### config.mk
export PLATFORM = sky130hd
export DESIGN_NAME = branch_unit_top
export DESIGN_NICKNAME = d
export VERILOG_FILES = /design/src/hdl/lc3b_types.sv /design/src/hdl/branch_pkg.sv /design/src/hdl/branch_unit_top.sv /design/src/hdl/branch_resolve_ctrl.sv /design/src/hdl/inflight_fifo.sv /design/src/hdl/btb_fetch_stage.sv
export VERILOG_INCLUDE_DIRS = /design/src /design/src/include
export SDC_FILE = /design/constraint.sdc
export NUM_CORES = 1
export LEC_CHECK = 0
export BUFFER_PORTS_ARGS = -buffer_cell sky130_fd_sc_hd__buf_2
export CORE_MARGIN = 3
export CORE_UTILIZATION = 55
export CTS_BUF_LIST = sky130_fd_sc_hd__clkbuf_8
export DETAILED_ROUTE_END_ITERATION = 6
export PLACE_DENSITY = 0.75
export SKIP_LAST_GASP = 1
export SYNTH_ARGS = -nofsm -noshare
export SYNTH_HDL_FRONTEND = slang
export SYNTH_SLANG_ARGS = --single-unit
export TNS_END_PERCENT = 30
### constraint.sdc
create_clock -name clk -period 7.35 [get_ports clk]
set_input_delay 1.1025 -clock clk [delete_from_list [all_inputs] [get_ports clk]]
set_output_delay 1.1025 -clock clk [all_outputs]
set_load 0.1 [all_outputs]
### src/include/bp_consts.svh
`ifndef BP_CONSTS_SVH
`define BP_CONSTS_SVH

// direct-mapped, indexed by pc[3:1]
`define BTB_ENTRIES 8

// records fetched down the wrong path after a miss
`define FLUSH_LEN 3

`define WORD_W 16

`endif
### src/hdl/lc3b_types.sv
`include "bp_consts.svh"

package lc3b_types;

	typedef logic [`WORD_W-1:0] lc3b_word;

	// condition codes, n z p from msb down
	typedef logic [2:0] lc3b_nzp;

	typedef logic [8:0] lc3b_offset9;
	typedef logic [10:0] lc3b_offset11;
	typedef logic [7:0] lc3b_trapvect8;

	typedef enum logic [3:0] {
		op_br   = 4'b0000,
		op_add  = 4'b0001,
		op_ldb  = 4'b0010,
		op_stb  = 4'b0011,
		op_jsr  = 4'b0100,
		op_and  = 4'b0101,
		op_ldr  = 4'b0110,
		op_str  = 4'b0111,
		op_rti  = 4'b1000,
		op_not  = 4'b1001,
		op_ldi  = 4'b1010,
		op_sti  = 4'b1011,
		// also RET when base is r7
		op_jmp  = 4'b1100,
		op_shf  = 4'b1101,
		op_lea  = 4'b1110,
		op_trap = 4'b1111
	} lc3b_opcode;

endpackage : lc3b_types

### src/hdl/branch_pkg.sv
package branch_pkg;

	import lc3b_types::*;

	// decoded instruction as it arrives from fetch
	typedef struct packed {
		lc3b_word pc;
		lc3b_word instruction;
		// register value for JMP and JSRR
		lc3b_word base;
		lc3b_nzp cc;
	} fetch_in_t;

	typedef struct packed {
		fetch_in_t fetch;
		logic pred_taken;
		lc3b_word pred_target;
	} fetch_rec_t;

	// one-cycle pulse back to the BTB
	typedef struct packed {
		logic write_en;
		logic clear_en;
		lc3b_word pc;
		lc3b_word target;
	} btb_update_t;

	typedef enum logic [1:0] {
		out_correct,
		out_dir_miss,
		out_target_miss,
		out_squashed
	} bp_outcome_e;

	typedef struct packed {
		lc3b_word pc;
		lc3b_opcode opcode;
		logic act_taken;
		lc3b_word act_target;
		bp_outcome_e outcome;
	} result_t;

	typedef enum logic [1:0] {
		s_detect,
		s_flush_1,
		s_flush_2,
		s_flush_3
	} resolve_state_e;

endpackage : branch_pkg

### src/hdl/branch_unit_top.sv
`include "bp_consts.svh"

module branch_unit_top
	import branch_pkg::*;
(
	input logic clk,
	input logic rst_n,

	input logic in_valid,
	output logic in_ready,
	input fetch_in_t in_rec,

	output logic out_valid,
	input logic out_ready,
	output result_t out_res
);

	fetch_rec_t fetch_rec;
	logic fetch_valid;
	logic fetch_ready;

	fetch_rec_t head_rec;
	logic head_valid;
	logic head_ready;

	btb_update_t btb_upd;

	btb_fetch_stage u_fetch (
		.clk       (clk),
		.rst_n     (rst_n),
		.in_valid  (in_valid),
		.in_ready  (in_ready),
		.in_rec    (in_rec),
		.out_valid (fetch_valid),
		.out_ready (fetch_ready),
		.out_rec   (fetch_rec),
		.btb_upd   (btb_upd)
	);

	// fetch register plus fifo never hold more than the flush window
	inflight_fifo #(
		.DEPTH (`FLUSH_LEN - 1)
	) u_fifo (
		.clk       (clk),
		.rst_n     (rst_n),
		.in_valid  (fetch_valid),
		.in_ready  (fetch_ready),
		.in_data   (fetch_rec),
		.out_valid (head_valid),
		.out_ready (head_ready),
		.out_data  (head_rec)
	);

	branch_resolve_ctrl u_resolve (
		.clk       (clk),
		.rst_n     (rst_n),
		.in_valid  (head_valid),
		.in_ready  (head_ready),
		.in_rec    (head_rec),
		.out_valid (out_valid),
		.out_ready (out_ready),
		.out_res   (out_res),
		.btb_upd   (btb_upd)
	);

endmodule : branch_unit_top

### src/hdl/branch_resolve_ctrl.sv
`include "bp_consts.svh"

module branch_resolve_ctrl
	import lc3b_types::*;
	import branch_pkg::*;
(
	input logic clk,
	input logic rst_n,

	input logic in_valid,
	output logic in_ready,
	input fetch_rec_t in_rec,

	output logic out_valid,
	input logic out_ready,
	output result_t out_res,

	output btb_update_t btb_upd
);

	resolve_state_e state;
	resolve_state_e next_state;

	lc3b_word instr;
	lc3b_opcode opcode;
	lc3b_word pc_next;
	lc3b_offset9 off9;
	lc3b_offset11 off11;
	lc3b_trapvect8 trapvect;
	lc3b_word br_target;
	lc3b_word jsr_target;
	lc3b_word trap_target;

	logic act_taken;
	lc3b_word act_target;
	bp_outcome_e graded;
	logic miss;
	logic squashing;
	logic xfer;

	assign instr = in_rec.fetch.instruction;
	assign opcode = lc3b_opcode'(instr[15:12]);
	assign off9 = instr[8:0];
	assign off11 = instr[10:0];
	assign trapvect = instr[7:0];

	assign pc_next = in_rec.fetch.pc + lc3b_word'(2);
	assign br_target = pc_next + {{(`WORD_W-10){off9[8]}}, off9, 1'b0};
	assign jsr_target = pc_next + {{(`WORD_W-12){off11[10]}}, off11, 1'b0};
	assign trap_target = {{(`WORD_W-9){1'b0}}, trapvect, 1'b0};

	// actual control transfer
	always_comb begin
		act_taken = 1'b0;
		act_target = pc_next;
		case (opcode)
			op_br: begin
				if (|(instr[11:9] & in_rec.fetch.cc)) begin
					act_taken = 1'b1;
					act_target = br_target;
				end
			end
			op_jmp: begin
				act_taken = 1'b1;
				act_target = in_rec.fetch.base;
			end
			op_jsr: begin
				act_taken = 1'b1;
				// bit 11 clear means JSRR
				act_target = instr[11] ? jsr_target : in_rec.fetch.base;
			end
			op_trap: begin
				act_taken = 1'b1;
				act_target = trap_target;
			end
			default: ;
		endcase
	end

	always_comb begin
		if (in_rec.pred_taken != act_taken) begin
			graded = out_dir_miss;
		end else if (act_taken && in_rec.pred_target != act_target) begin
			graded = out_target_miss;
		end else begin
			graded = out_correct;
		end
	end

	assign miss = (graded != out_correct);
	assign squashing = (state != s_detect);

	// head passes straight through, back-pressure stalls the FSM
	assign out_valid = in_valid;
	assign in_ready = out_ready;
	assign xfer = in_valid && out_ready;

	always_comb begin
		out_res.pc = in_rec.fetch.pc;
		out_res.opcode = opcode;
		out_res.act_taken = act_taken;
		out_res.act_target = act_target;
		out_res.outcome = squashing ? out_squashed : graded;
	end

	// wrong-path records never train the BTB
	always_comb begin
		btb_upd.write_en = xfer && !squashing && miss && act_taken;
		btb_upd.clear_en = xfer && !squashing && (graded == out_dir_miss) && !act_taken;
		btb_upd.pc = in_rec.fetch.pc;
		btb_upd.target = act_target;
	end

	always_comb begin
		next_state = state;
		if (xfer) begin
			case (state)
				s_detect: begin
					if (miss) begin
						next_state = s_flush_1;
					end
				end
				s_flush_1: next_state = s_flush_2;
				s_flush_2: next_state = s_flush_3;
				s_flush_3: next_state = s_detect;
				default: next_state = s_detect;
			endcase
		end
	end

	always_ff @(posedge clk) begin
		if (!rst_n) begin
			state <= s_detect;
		end else begin
			state <= next_state;
		end
	end

endmodule : branch_resolve_ctrl

### src/hdl/inflight_fifo.sv
module inflight_fifo
	import branch_pkg::*;
#(
	parameter int DEPTH = 2
)
(
	input logic clk,
	input logic rst_n,

	input logic in_valid,
	output logic in_ready,
	input fetch_rec_t in_data,

	output logic out_valid,
	input logic out_ready,
	output fetch_rec_t out_data
);

	localparam int PTR_W = (DEPTH > 1) ? $clog2(DEPTH) : 1;
	localparam int CNT_W = $clog2(DEPTH + 1);

	fetch_rec_t mem [DEPTH];
	logic [PTR_W-1:0] wr_ptr;
	logic [PTR_W-1:0] rd_ptr;
	logic [CNT_W-1:0] count;
	logic push;
	logic pop;

	assign out_valid = (count != '0);
	assign out_data = mem[rd_ptr];

	// a full buffer still takes a new record when the head leaves
	assign in_ready = (count != CNT_W'(DEPTH)) || out_ready;

	assign push = in_valid && in_ready;
	assign pop = out_valid && out_ready;

	always_ff @(posedge clk) begin
		if (!rst_n) begin
			wr_ptr <= '0;
			rd_ptr <= '0;
			count <= '0;
		end else begin
			if (push) begin
				wr_ptr <= (wr_ptr == PTR_W'(DEPTH - 1)) ? '0 : wr_ptr + 1'b1;
			end
			if (pop) begin
				rd_ptr <= (rd_ptr == PTR_W'(DEPTH - 1)) ? '0 : rd_ptr + 1'b1;
			end
			if (push && !pop) begin
				count <= count + 1'b1;
			end else if (pop && !push) begin
				count <= count - 1'b1;
			end
		end
	end

	always_ff @(posedge clk) begin
		if (push) begin
			mem[wr_ptr] <= in_data;
		end
	end

endmodule : inflight_fifo

### src/hdl/btb_fetch_stage.sv
`include "bp_consts.svh"

module btb_fetch_stage
	import lc3b_types::*;
	import branch_pkg::*;
(
	input logic clk,
	input logic rst_n,

	input logic in_valid,
	output logic in_ready,
	input fetch_in_t in_rec,

	output logic out_valid,
	input logic out_ready,
	output fetch_rec_t out_rec,

	input btb_update_t btb_upd
);

	localparam int IDX_W = $clog2(`BTB_ENTRIES);
	localparam int TAG_W = `WORD_W - IDX_W - 1;

	logic [`BTB_ENTRIES-1:0] btb_valid;
	logic [TAG_W-1:0] btb_tag [`BTB_ENTRIES];
	lc3b_word btb_target [`BTB_ENTRIES];

	logic [IDX_W-1:0] lk_idx;
	logic [TAG_W-1:0] lk_tag;
	logic [IDX_W-1:0] upd_idx;
	logic [TAG_W-1:0] upd_tag;

	logic hit_valid;
	logic [TAG_W-1:0] hit_tag;
	lc3b_word hit_target;
	logic pred_taken;
	lc3b_word pred_target;
	logic accept;

	// bit 0 of pc is always zero, so skip it
	assign lk_idx = in_rec.pc[IDX_W:1];
	assign lk_tag = in_rec.pc[`WORD_W-1:IDX_W+1];
	assign upd_idx = btb_upd.pc[IDX_W:1];
	assign upd_tag = btb_upd.pc[`WORD_W-1:IDX_W+1];

	always_comb begin
		hit_valid = btb_valid[lk_idx];
		hit_tag = btb_tag[lk_idx];
		hit_target = btb_target[lk_idx];
		// update landing this edge wins over the stored entry
		if (btb_upd.write_en && upd_idx == lk_idx) begin
			hit_valid = 1'b1;
			hit_tag = upd_tag;
			hit_target = btb_upd.target;
		end else if (btb_upd.clear_en && upd_idx == lk_idx) begin
			hit_valid = 1'b0;
		end
		pred_taken = hit_valid && (hit_tag == lk_tag);
		pred_target = pred_taken ? hit_target : in_rec.pc + lc3b_word'(2);
	end

	assign in_ready = !out_valid || out_ready;
	assign accept = in_valid && in_ready;

	always_ff @(posedge clk) begin
		if (!rst_n) begin
			out_valid <= 1'b0;
		end else if (in_ready) begin
			out_valid <= in_valid;
		end
	end

	always_ff @(posedge clk) begin
		if (accept) begin
			out_rec.fetch <= in_rec;
			out_rec.pred_taken <= pred_taken;
			out_rec.pred_target <= pred_target;
		end
	end

	always_ff @(posedge clk) begin
		if (!rst_n) begin
			btb_valid <= '0;
		end else if (btb_upd.write_en) begin
			btb_valid[upd_idx] <= 1'b1;
		end else if (btb_upd.clear_en) begin
			btb_valid[upd_idx] <= 1'b0;
		end
	end

	always_ff @(posedge clk) begin
		if (btb_upd.write_en) begin
			btb_tag[upd_idx] <= upd_tag;
			btb_target[upd_idx] <= btb_upd.target;
		end
	end

endmodule : btb_fetch_stage

Word level (Yosys, flattened, before mapping):

Memories as Yosys holds them, arrays and structs flattened. A register that Yosys moved wholly into a read port is not among the register bits.
Index checks and enable logic that the tools add are counted.

* bits in writable memories: 360
* input port bits: 55
* memories: 3
* flip-flop bits (word level): 83

Memories
* u_fifo.mem: depth 2, width 68, rd ports 1, clocked after Yosys merged registers in 1, wr ports 1, RTL line inflight_fifo.sv:22 `fetch_rec_t mem [DEPTH];`
* u_fetch.btb_target: depth 8, width 16, rd ports 1, clocked after Yosys merged registers in 0, wr ports 1, RTL line btb_fetch_stage.sv:26 `` lc3b_word btb_target [`BTB_ENTRIES]; ``
* u_fetch.btb_tag: depth 8, width 12, rd ports 1, clocked after Yosys merged registers in 0, wr ports 1, RTL line btb_fetch_stage.sv:25 `` logic [TAG_W-1:0] btb_tag [`BTB_ENTRIES]; ``

* bitwise logic cells: 4
* $add $sub $neg: 8
* multiplexer cells: 31
* $lt $le $gt $ge: 3
* reductions and logical operators: 32
* equality and inequality tests: 13

Operator list (count)
* $mux W16: 4
* $pmux W16 S4: 1
* $add A16 B16 Y16: 2
* $add A16 B2 Y16 const B: 2
* $mux W8: 2
* $ne A16 B16 Y1: 1
* $logic_and A1 B1 Y1: 15
* $mux W1: 13
* $eq A12 B12 Y1: 1
* $mux W12: 1
* $mux W2: 6
* $reduce_bool A2 Y1: 5
* $and A8 B8 Y8: 1
* $eq A4 B4 Y1 const B: 2
* $lt A3 B4 Y1 const B: 2
* $not A8 Y8: 1
* $or A8 B8 Y8: 1
* $pmux W2 S4: 1
* $reduce_or A3 Y1: 2
* $logic_not A1 Y1: 5
* $eq A2 B1 Y1 const B: 2
* $eq A2 B2 Y1 const B: 2
* $eq A4 B3 Y1 const B: 1
* $logic_not A4 Y1: 1
* 15 further kinds: 17

Longest topological paths before layout:

Gate-level depths: netlist of run 1.

* word-level depth: 16
* gate-level depth with buffers: 31
* depth with buffers taken out: 23

Hierarchy:

Synthesis of run 1 repeated with hierarchy kept, for this count alone.

* cells, all modules: 1230
* area total of the unflattened synthesis: 19916.6 µm²

By module, submodules not included
* btb_fetch_stage: area each 11910.2 µm², instances 1, cells each 589
* inflight_fifo: area each 5153.7 µm², instances 1, cells each 236
* branch_resolve_ctrl: area each 2852.7 µm², instances 1, cells each 405

Worst setup path before layout of run 1:

Ideal clock, no wire load.

* path kind: register to output
* start: reg (tool-made name)
* end: out out_res[1] in the netlist's numbering
* arrival: 9.063 ns
* path slack: -2.815 ns
* stages on the path, launching flop included: 25
* cell sequence: dfxtp_1 > buf_4 > buf_6 > buf_4 > buf_4 > buf_2 > mux2i_1 > inv_1 > ha_1 > a21boi_0 > nand3_1 > nor2b_1 > ha_1 > o211a_1 > o311ai_0 > a31oi_1 > o32a_1 > o22ai_1 > o211a_1 > or3_1 > a32oi_1 > xor2_1 > nand3_1 > nand2_1 > o21ai_0

RTL lines
* to (decl): RTL line branch_unit_top.sv:15 `output result_t out_res`

==> reports/results.ini, run 1 <==
[setup_path]
worst-endpoint-required_ns = 7.56
worst-endpoint-arrival_ns = 7.16
crit_fanout = 29
end_kind = flop
worstSetupPathType = reg -> reg
timing.critical_path.from_type = flop

[job]
cap_violations = 0

[synthesis]
post_synth.cell_area_avg_um2 = 15.7
synthArstFlopShare = 0
synth.lib_cells_used.distinct = 86
number_of_standard_cells_after_synthesis = 1264
sequential_share_of_the_synthesized_area = 0.665
netlist_area_um2 = 19800
number_of_synthesized_flops_with_an_enable_pin = 428
synth_nets = 1345
top_flip_flop_cell_by_instance_count_after_synthesis = edfxtp_1
synthDominantAreaCellType = edfxtp_1
synth_top_cell_area_share = 0.648
synthesis.yosys.warnings = 0
synth.ff_latch_count = 444
synth_area_leaders = edfxtp_1 (65%), mux4_2 (6.6%), mux2i_1 (4.7%)

[timing]
period_needed_ns = 6.95
worst_slew_margin_rel = 0.220
setup_slack_ns = 0.404
timing_worst_slew_pin_value_ns = 1.17
f_max_mhz = 144
rsz0062_at_grt = false
clock-skew-final_ns = 0.0366
post-route-period-util = 0.945
setup_total_negative_slack_ns = 0
holdWs_ns = 0.426
timing_hold_violations_final = 0
final_max_slew_viol_count = 0
setup_violations = 0

[routing]
vias_per_cell = 6.26
routedWlPerCell_um = 25.6
drt_iter0_drc = 1213
firstDrtPassIters = 6
detailroute.via_count = 12100
detail_route.drc_violations = 0
drt.antenna.violating_nets = 0
finalWirelength_um = 49400

[die]
start_util = 0.565
die_area_um2 = 38400
die-width_um = 196
die_y_um = 196
coreArea_um2 = 35100
num_rows = 68
io-pin-count = 96

[outcome]
outcome = completed

[power_and_ir_drop]
p_per_area_nw_per_um2 = 344
power.leakage_nw = 7.78
vdd_ir_drop_max_v = 0.000363

[placement]
pre_cts_slack_ns = 0.293
dpl.hpwl_um = 33000
placed_cell_area_um2 = 21100
place.gp.congestion = 0.955
port_buffers = 95
placed_cells_incl_taps = 1804

[final_layout]
nets = 1504
mostFrequentLayoutCells = edfxtp_1 (428), buf_2 (93), mux2i_1 (92)
antennaDiodeCount = 0
mostFrequentLayoutCell = edfxtp_1
final_cells = 1927
layout-area-overhead-vs-synth_pct = 13.0
drive_gt1_frac = 0.228
fin_area_um2 = 22400

[global_routing]
antenna_found_initial = 0
grt.total_usage = 0.258
grt_max_degree = 69
grt_first_pass_wirelength_um = 73800
first_global_vias = 11900
global_route.overflow_total = 0

[clock_tree]
cts_inserted_buffers = 71
clk_transition_reported_paths_ns = 0.07
clk_path_buf_depth = 3
ctsHoldBuffers = 0
htreeDepth = 3
cts_tree = built
worst_skew_pair.late_latency_ns = 0.63
clock_tree.root_cell = clkbuf_8
clock-sinks = 444

[min_path]
holdCritPathClass = reg -> reg

-- flip-flops by register name, summed over array words and instances (netlist names), named ones only --
signal and cells:
u_fetch.out_rec 68, u_fifo.mem 136, u_fetch.btb_target 128, u_resolve.state 2, u_fifo.count 2, u_fetch.out_valid 1
u_fifo.rd_ptr 1, u_fifo.wr_ptr 1, u_fetch.btb_tag 96
-- cell families after synthesis --
| family | synth area share |
|---|---|
| adder cells (fa/ha/maj) | 0.0168 |
| AND/OR/NAND/NOR | 0.0792 |
| flip-flops | 0.665 |
| buffers and inverters | 0.0189 |
| multiplexers | 0.124 |
| XOR/XNOR | 0.0243 |
| AO/OA/AOI/OAI | 0.0719 |
-- worst max-delay path: stages, from the launching register on --
cell and delay, ns:
dfxtp_4 0.46, buf_16 0.21, nand3b_1 0.22, a222oi_1 0.71, nand2_1 0.20, xnor2_1 0.42, ha_1 0.40, o21a_1 0.23
o22ai_1 0.27, a211oi_1 0.15, or3_1 0.39, a31oi_1 0.33, a21o_1 0.17, a32oi_4 0.06, xor2_1 0.19, and3_1 0.35
nor3_1 0.42, nand2_1 0.33, nor2_4 0.98
-- per-layer routing --
| layer | share of wire | global-route usage | up-vias |
|---|---|---|---|
| met5 | 0 | 0 | - |
| met4 | 0.030 | 0.0824 | 0 |
| met3 | 0.084 | 0.0641 | 107 |
| met1 | 0.43 | 0.375 | 6122 |
| li1 | - | - | 5343 |
| met2 | 0.46 | 0.390 | 494 |
-- synthesized netlist by cell type (16+ instances only) --
cell and count:
nand2_1 59, o21ai_0 18, nor2_1 61, nand3_1 29, o21a_1 23, clkbuf_1 21
ha_1 25, edfxtp_1 428, o22ai_1 16, xnor2_1 40, mux4_2 58, dfxtp_1 16
a21oi_1 39, inv_1 40, and2_1 18, mux2i_1 93, mux2_2 18
-- worst paths after layout --
kind / startpoint / endpoint / slack, ns / cells after the start
max: flop / u_fetch.btb_tag[2][6] / 0.40 / 18
min: u_fetch.out_rec[19] / u_fifo.mem[1][19] / 0.43 / 0
max reg2reg: flop / u_fetch.btb_tag[2][6] / 0.40 / 18
min reg2reg: u_fetch.out_rec[19] / u_fifo.mem[1][19] / 0.43 / 0
-- metrics by stage --
step | utilization | power (mW)
after floorplan | - | 5.09
after global placement | 0.602 | 5.74
after detailed placement | 0.602 | 5.78
after CTS | 0.638 | 7.70
after global routing | 0.639 | 8.01
final | 0.639 | 7.70
-- where the power goes --
part / switching [mW] / internal, mW
Sequential: 0.0649 / 3.06
Combinational: 1.92 / 0.730
Clock: 0.937 / 0.986
Total: 2.92 / 4.78
-- layout make-up --
class / instances / area [um^2]
Inverter: 41 / 158
Multi-Input combinational cell: 735 / 6440
Timing Repair Buffer: 130 / 788
Sequential cell: 444 / 13200
Fill cell: 2576 / 12700
Tap cell: 455 / 569
Clock inverter: 46 / 221
Clock buffer: 76 / 1050
-- what timing repair did --
action	in CTS	in global routing
setup endpoints to repair	0	156
setup buffers	0	1
endpoints found under the hold margin	0	0
resized for setup	0	1
Power figures use the tool's default switching activity.
==> inputs of run 2 (changes only) <==
--- a/config.mk
+++ b/config.mk
@@ -12,6 +12,7 @@
 export CTS_BUF_LIST = sky130_fd_sc_hd__clkbuf_8
 export DETAILED_ROUTE_END_ITERATION = 6
 export PLACE_DENSITY = 0.75
+export SETUP_SLACK_MARGIN = 0.2
 export SKIP_LAST_GASP = 1
 export SYNTH_ARGS = -nofsm -noshare
 export SYNTH_HDL_FRONTEND = slang
==> constraint.sdc (replaced) <==
create_clock -name clk -period 5.7 [get_ports clk]
set_input_delay 0.855 -clock clk [delete_from_list [all_inputs] [get_ports clk]]
set_output_delay 0.855 -clock clk [all_outputs]
set_load 0.1 [all_outputs]
==> run 2 against run 1 <==
  * Clock skew decreased by 0.0097 ns
  * The run now ends with negative setup slack left
  * First-iteration DRC count fell by 0.49%
  * Total power rose by 41%
==> reports/results.ini, run 2 (synthesized netlist as in run 1, its figures left out) <==
[outcome]
outcome = finished, violations left
violated_checks = negative setup slack

[global_routing]
antenna_found_initial = 0  ; unchanged
grt.total_usage = 0.261  ; +0.00236
grt_max_degree = 69  ; unchanged
first_global_vias = 13000  ; +8.7%
grt_first_pass_wirelength_um = 75800  ; +2.7%
global_route.overflow_total = 0  ; unchanged

[setup_path]
crit_fanout = 5  ; -83%
timing.critical_path.from_type = flop
worst-endpoint-arrival_ns = 4.99  ; -2.17 ns
worst-endpoint-required_ns = 4.85  ; -2.71 ns
end_kind = output pin
worstSetupPathType = reg -> out

[final_layout]
drive_gt1_frac = 0.348  ; +0.120
registers.top_by_ff_count = u_fifo.mem
final_cells = 2102  ; +9.1%
mostFrequentLayoutCells = edfxtp_1 (428), buf_4 (191), mux2i_1 (91)
nets = 1678  ; +12%
fin_area_um2 = 24500  ; +9.2%
layout-area-overhead-vs-synth_pct = 23.4
reg_top3 = u_fifo.mem: 136 flops, u_fetch.btb_target: 128 flops, u_fetch.btb_tag: 96 flops
area_used_by_multi_input_combinational_logic_um2 = 6900  ; +7.1%
fin_util = 0.698  ; +0.0587
largest_register_ffs = 136  ; unchanged
fillCellCount = 2374  ; -7.8%
mostFrequentLayoutCell = edfxtp_1
antennaDiodeCount = 0  ; unchanged
ff_latch_area_um2 = 13200  ; unchanged

[timing]
timing_hold_violations_final = 0  ; unchanged
setup_slack_ns = -0.148  ; -0.552 ns
post-route-period-util = 1.03
rsz0062_at_grt = true
final_max_slew_viol_count = 0  ; unchanged
clock-skew-final_ns = 0.0269  ; -0.00969 ns
holdWs_ns = 0.403  ; -0.0231 ns
timing_worst_slew_pin_value_ns = 1.18  ; +0.0103 ns
period_needed_ns = 5.85
setup_violations = 16  ; +16
f_max_mhz = 171
worst_slew_margin_rel = 0.213  ; -0.00690

[clock_tree]
cts_inserted_buffers = 72  ; +1.4%
clock-sinks = 444  ; unchanged
worst_skew_pair.late_latency_ns = 0.63  ; about the same
clk_path_buf_depth = 3  ; unchanged
ctsHoldBuffers = 0  ; unchanged
clock_tree.root_cell = clkbuf_8
clk_transition_reported_paths_ns = 0.06  ; about the same
htreeDepth = 3  ; unchanged
cts_tree = built

[routing]
finalWirelength_um = 49500  ; +0.28%
drt.antenna.violating_nets = 0  ; unchanged
detail_route.drc_violations = 0  ; unchanged
vias_per_cell = 6.02  ; -3.8%
routedWlPerCell_um = 23.5  ; -8.1%
firstDrtPassIters = 5  ; -1
drt_iter0_drc = 1207  ; -0.49%
detailroute.via_count = 12700  ; +5.0%

[die]
num_rows = 68  ; unchanged
die-width_um = 196  ; unchanged
start_util = 0.565  ; unchanged
die_y_um = 196  ; unchanged
coreArea_um2 = 35100  ; unchanged
io-pin-count = 96  ; unchanged
die_area_um2 = 38400  ; unchanged

[placement]
dpl.hpwl_um = 33600  ; +1.8%
port_buffers = 95  ; unchanged
placed_cells_incl_taps = 1956  ; +8.4%
placed_cell_area_um2 = 22500  ; +6.5%
place.gp.congestion = 0.918  ; -3.9%

[power_and_ir_drop]
p_sw_frac = 0.368  ; -0.0118
switchingPower_mw = 3.98  ; +36%
p_per_area_nw_per_um2 = 443  ; +29%
share_comb_of_total_power = 0.392  ; +0.048
pwr-share-seq = 0.370  ; -0.036
vdd_ir_drop_max_v = 0.000451  ; +24%
clockPowerShare = 0.237  ; -0.013
power.leakage_nw = 8.86  ; +14%
power_report.internal_total_mw = 6.84  ; +43%

[job]
cap_violations = 0  ; unchanged

[min_path]
holdCritPathClass = in -> reg

run 2: per-stage QoR:
stage,setup WS [ns],TNS [ns],power [mW]
CTS,-0.215,-2.34,10.7
finish,-0.148,-0.846,10.8
floorplan,-1.40,-334.85,6.58
global route,-0.353,-5.13,11.3
global placement,-0.445,-9.17,7.92
detailed placement,-0.498,-9.27,7.97
run 2: worst max-delay path, stage by stage, from the launching register on:
cell and delay (ns):
dfxtp_4 0.40, mux2i_4 0.28, clkinvlp_4 0.20, ha_4 0.20, nand4_1 0.13, nand2_2 0.12, nand2_2 0.10, xnor2_2 0.06
buf_4 0.16, ha_4 0.28, o211a_4 0.18, a22oi_2 0.06, buf_4 0.15, a31oi_4 0.18, o32a_1 0.21, o22ai_2 0.09
o211a_1 0.22, or3_4 0.34, a32oi_4 0.21, xor2_2 0.19, buf_4 0.15, nand3_4 0.10, nand2_4 0.10, o21ai_4 0.06
buf_12 0.20
run 2: area by class of cell:
type,instances,share of cell area
flip-flops and latches,444,0.539
clock buffers,74,0.0416
repair buffers,303,0.0955
clock inverters,50,0.0124
well taps,455,0.0233
multi-input cells,735,0.282
inverters,41,0.00645
run 2: power groups by stage:
stage | Clock (mW) | Sequential, mW | Combinational [mW]
after floorplan | 0 | 4.07 | 2.51
after detailed placement | 0 | 4.08 | 3.90
after global placement | 0 | 4.07 | 3.86
after CTS | 2.63 | 4.01 | 4.07
after global routing | 2.77 | 4.02 | 4.48
final | 2.57 | 4.01 | 4.25
run 2: what timing repair did:
| item | in CTS | in global routing |
|---|---|---|
| resized for setup | 38 | 59 |
| endpoints found under the hold margin | 0 | 0 |
| setup endpoints to repair | 246 | 250 |
| pin swaps | 16 | 32 |
| cloned | 0 | 0 |
| buffers inserted | 11 | 11 |
run 2: metal layers:
layer,global-route usage,up-vias,share of wire
met4,0.0850,0,0.029
met1,0.380,6385,0.44
li1,-,5696,-
met5,0,-,0
met2,0.402,484,0.47
met3,0.0500,99,0.064
run 2: path summary, 6_finish.rpt:
check	endpoint	startpoint	cells past startpoint	slack [ns]
worst min-delay path	u_fetch.out_rec[48]	in_rec[31]	1	0.40
worst min register to register	u_fifo.mem[0][26]	u_fetch.out_rec[26]	0	0.44
worst max register to register	u_fetch.out_rec[1]	flop	31	-0.07
worst max-delay path	out_res[1]	flop	24	-0.15
==> inputs of run 3 (changes only) <==
--- a/config.mk
+++ b/config.mk
@@ -11,7 +11,7 @@
 export CORE_UTILIZATION = 55
 export CTS_BUF_LIST = sky130_fd_sc_hd__clkbuf_8
 export DETAILED_ROUTE_END_ITERATION = 6
-export PLACE_DENSITY = 0.75
+export PLACE_DENSITY = 0.73
 export SETUP_SLACK_MARGIN = 0.2
 export SKIP_LAST_GASP = 1
 export SYNTH_ARGS = -nofsm -noshare
==> constraint.sdc (replaced) <==
create_clock -name clk -period 7 [get_ports clk]
set_input_delay 1.05 -clock clk [delete_from_list [all_inputs] [get_ports clk]]
set_output_delay 1.05 -clock clk [all_outputs]
set_load 0.1 [all_outputs]
==> run 3 against run 2 <==
  * The run now ends clean
  * Non-clock buffer count is 157 lower
  * Sequential cell count stayed put
  * Clock-buffer cell count stayed put
  * Routed wire length is 2.9% lower
  * Largest power group is now sequential cells
  * Highest routed layer is now met5
==> reports/results.ini, run 3 (synthesized netlist as in run 1, its figures left out) <==
[outcome]
outcome = completed

[clock_tree]
worst_skew_pair.late_latency_ns = 0.65  ; +0.02 ns
cts_tree = built
cts_inserted_buffers = 71  ; -1.4%
clk_path_buf_depth = 3  ; unchanged
clock-sinks = 444  ; unchanged
htreeDepth = 3  ; unchanged
clk_transition_reported_paths_ns = 0.06  ; about the same
clock_tree.root_cell = clkbuf_8
ctsHoldBuffers = 0  ; unchanged

[final_layout]
area_used_by_multi_input_combinational_logic_um2 = 6570  ; -4.8%
reg_top3 = u_fifo.mem: 136 flops, u_fetch.btb_target: 128 flops, u_fetch.btb_tag: 96 flops
registers.top_by_ff_count = u_fifo.mem
fin_area_um2 = 22700  ; -7.1%
nets = 1520  ; -9.4%
fin_util = 0.648  ; -0.0494
ff_latch_area_um2 = 13200  ; unchanged
mostFrequentLayoutCell = edfxtp_1
fillCellCount = 2525  ; +6.4%
mostFrequentLayoutCells = edfxtp_1 (428), buf_2 (93), mux2i_1 (91)
drive_gt1_frac = 0.254  ; -0.0939
largest_register_ffs = 136  ; unchanged
layout-area-overhead-vs-synth_pct = 14.7

[setup_path]
worst-endpoint-required_ns = 5.95  ; +1.10 ns
crit_fanout = 20  ; +15
end_kind = output pin
worst-r2r-cell-count = 24  ; -23%
worstSetupPathType = reg -> out
r2r-end = u_fetch.out_rec[1]
rrSetupSlack_ns = 0.58  ; +0.65 ns
worst-endpoint-arrival_ns = 5.62  ; +0.63 ns
timing.critical_path.from_type = flop

[timing]
timing_worst_slew_pin_value_ns = 1.07  ; -0.108 ns
timing_hold_violations_final = 0  ; unchanged
worst_slew_margin_rel = 0.285  ; +0.0725
rsz0062_at_grt = true
final_max_slew_viol_count = 0  ; unchanged
f_max_mhz = 150
setup_violations = 0  ; -16
clock-skew-final_ns = 0.0306  ; +0.00372 ns
post-route-period-util = 0.953
period_needed_ns = 6.67
setup_slack_ns = 0.331  ; +0.479 ns

[min_path]
worstHoldStart = u_fetch.out_rec[49]
holdCritPathClass = reg -> reg
hold_path_end = u_fifo.mem[1][49]
holdPathStages = 0  ; -1

[power_and_ir_drop]
power.leakage_nw = 7.97  ; -10%
p_per_area_nw_per_um2 = 358  ; -19%
clockPowerShare = 0.249  ; +0.012
switchingPower_mw = 3.09  ; -22%
share_comb_of_total_power = 0.348  ; -0.044
power_report.internal_total_mw = 5.05  ; -26%
pwr-share-seq = 0.403  ; +0.033
p_sw_frac = 0.379  ; +0.0117
vdd_ir_drop_max_v = 0.000383  ; -15%

[die]
coreArea_um2 = 35100  ; unchanged
die_area_um2 = 38400  ; unchanged
die-width_um = 196  ; unchanged
die_y_um = 196  ; unchanged
start_util = 0.565  ; unchanged
num_rows = 68  ; unchanged
io-pin-count = 96  ; unchanged

[global_routing]
antenna_found_initial = 1  ; +1
grt_first_pass_wirelength_um = 73400  ; -3.1%
grt_max_degree = 69  ; unchanged
first_global_vias = 12200  ; -5.8%
grt.total_usage = 0.253  ; -0.00730
global_route.overflow_total = 0  ; unchanged

[placement]
placed_cell_area_um2 = 21300  ; -5.2%
dpl.hpwl_um = 32200  ; -4.3%
place.gp.congestion = 0.959  ; +4.4%
pre_cts_slack_ns = 0.231  ; +0.729 ns
port_buffers = 95  ; unchanged

[routing]
vias_per_cell = 6.14  ; +1.8%
drt_iter0_drc = 1148  ; -4.9%
routedWlPerCell_um = 24.7  ; +4.8%
finalWirelength_um = 48100  ; -2.9%
drt.antenna.violating_nets = 0  ; unchanged
detailroute.via_count = 12000  ; -5.6%
firstDrtPassIters = 6  ; +1
detail_route.drc_violations = 0  ; unchanged

[job]
cap_violations = 0  ; unchanged

==> run 3: cell types whose count changed in the layout (fill, tap and decap cells not counted), moves of 4 or more <==
| cell | before | now |
|---|---|---|
| buf_2 | 84 | 93 |
| a21oi_1 | 34 | 39 |
| buf_6 | 9 | 2 |
| nand2_1 | 53 | 57 |
| a21oi_2 | 4 | 0 |
| buf_4 | 191 | 43 |
| buf_12 | 19 | 8 |
==> run 3: how the worst max path moves through the flow <==
stage	from	end
floorplan	flop	u_fetch.out_rec[0]
global placement	flop	u_fetch.out_rec[1]
detailed placement	flop	u_fetch.out_rec[1]
CTS	flop	out_res[1]
global route	flop	out_res[1]
finish	flop	out_res[1]
==> run 3: layer usage <==
metal | GRT usage | vias up | routed length (um)
li1 | - | 5383 | -
met1 | 0.361 | 5994 | 20800
met2 | 0.391 | 480 | 22400
met3 | 0.0584 | 94 | 3520
met4 | 0.0832 | 2 | 1250
met5 | 0 | - | 20
==> run 3: through the flow <==
step	power (mW)	hold WS, ns	cells	TNS [ns]
2_1_floorplan	5.36	0.421	1264	-10.58
4_1_cts	8.13	0.444	1944	0
3_5_place_dp	6.07	0.430	1818	0
6_report	8.13	0.444	1948	0
5_1_grt	8.49	0.450	1947	0
3_3_place_gp	6.04	0.422	1818	0
==> run 3: timing repair <==
item | 4_1_cts | 5_1_grt
resized for setup | 9 | 19
pin swaps | 0 | 3
buffers inserted | 0 | 3
setup endpoints to repair | 1 | 17
==> run 3: cell type report <==
cell class / count / area share
Sequential cell: 444 / 0.580
Multi-Input combinational cell: 735 / 0.289
Clock buffer: 74 / 0.0448
Timing Repair Buffer: 146 / 0.0427
Tap cell: 455 / 0.0250
Clock inverter: 52 / 0.0118
Inverter: 41 / 0.00694
Antenna cell: 1 / 0.000110
==> run 3: critical path, cell delays in order (launching register included) <==
cell	delay, ns
dfxtp_4	0.50
mux2i_4	0.35
clkinvlp_4	0.21
ha_4	0.21
a21boi_1	0.17
a21oi_1	0.22
nor2b_1	0.09
ha_1	0.45
o211a_1	0.24
a22oi_2	0.09
a31oi_2	0.34
o32a_1	0.22
o22ai_1	0.09
o211a_1	0.25
or3_4	0.35
a32oi_4	0.23
xor2_2	0.23
nand3_1	0.21
nand2_1	0.22
o21ai_4	0.06
buf_4	0.26
==> run 3: power groups by stage <==
stage	sequential, mW	combinational (mW)	clock [mW]
after floorplan	3.31	2.05	0
after detailed placement	3.33	2.74	0
after CTS	3.27	2.77	2.09
final	3.28	2.83	2.03
after global placement	3.32	2.72	0
after global routing	3.28	3.00	2.21
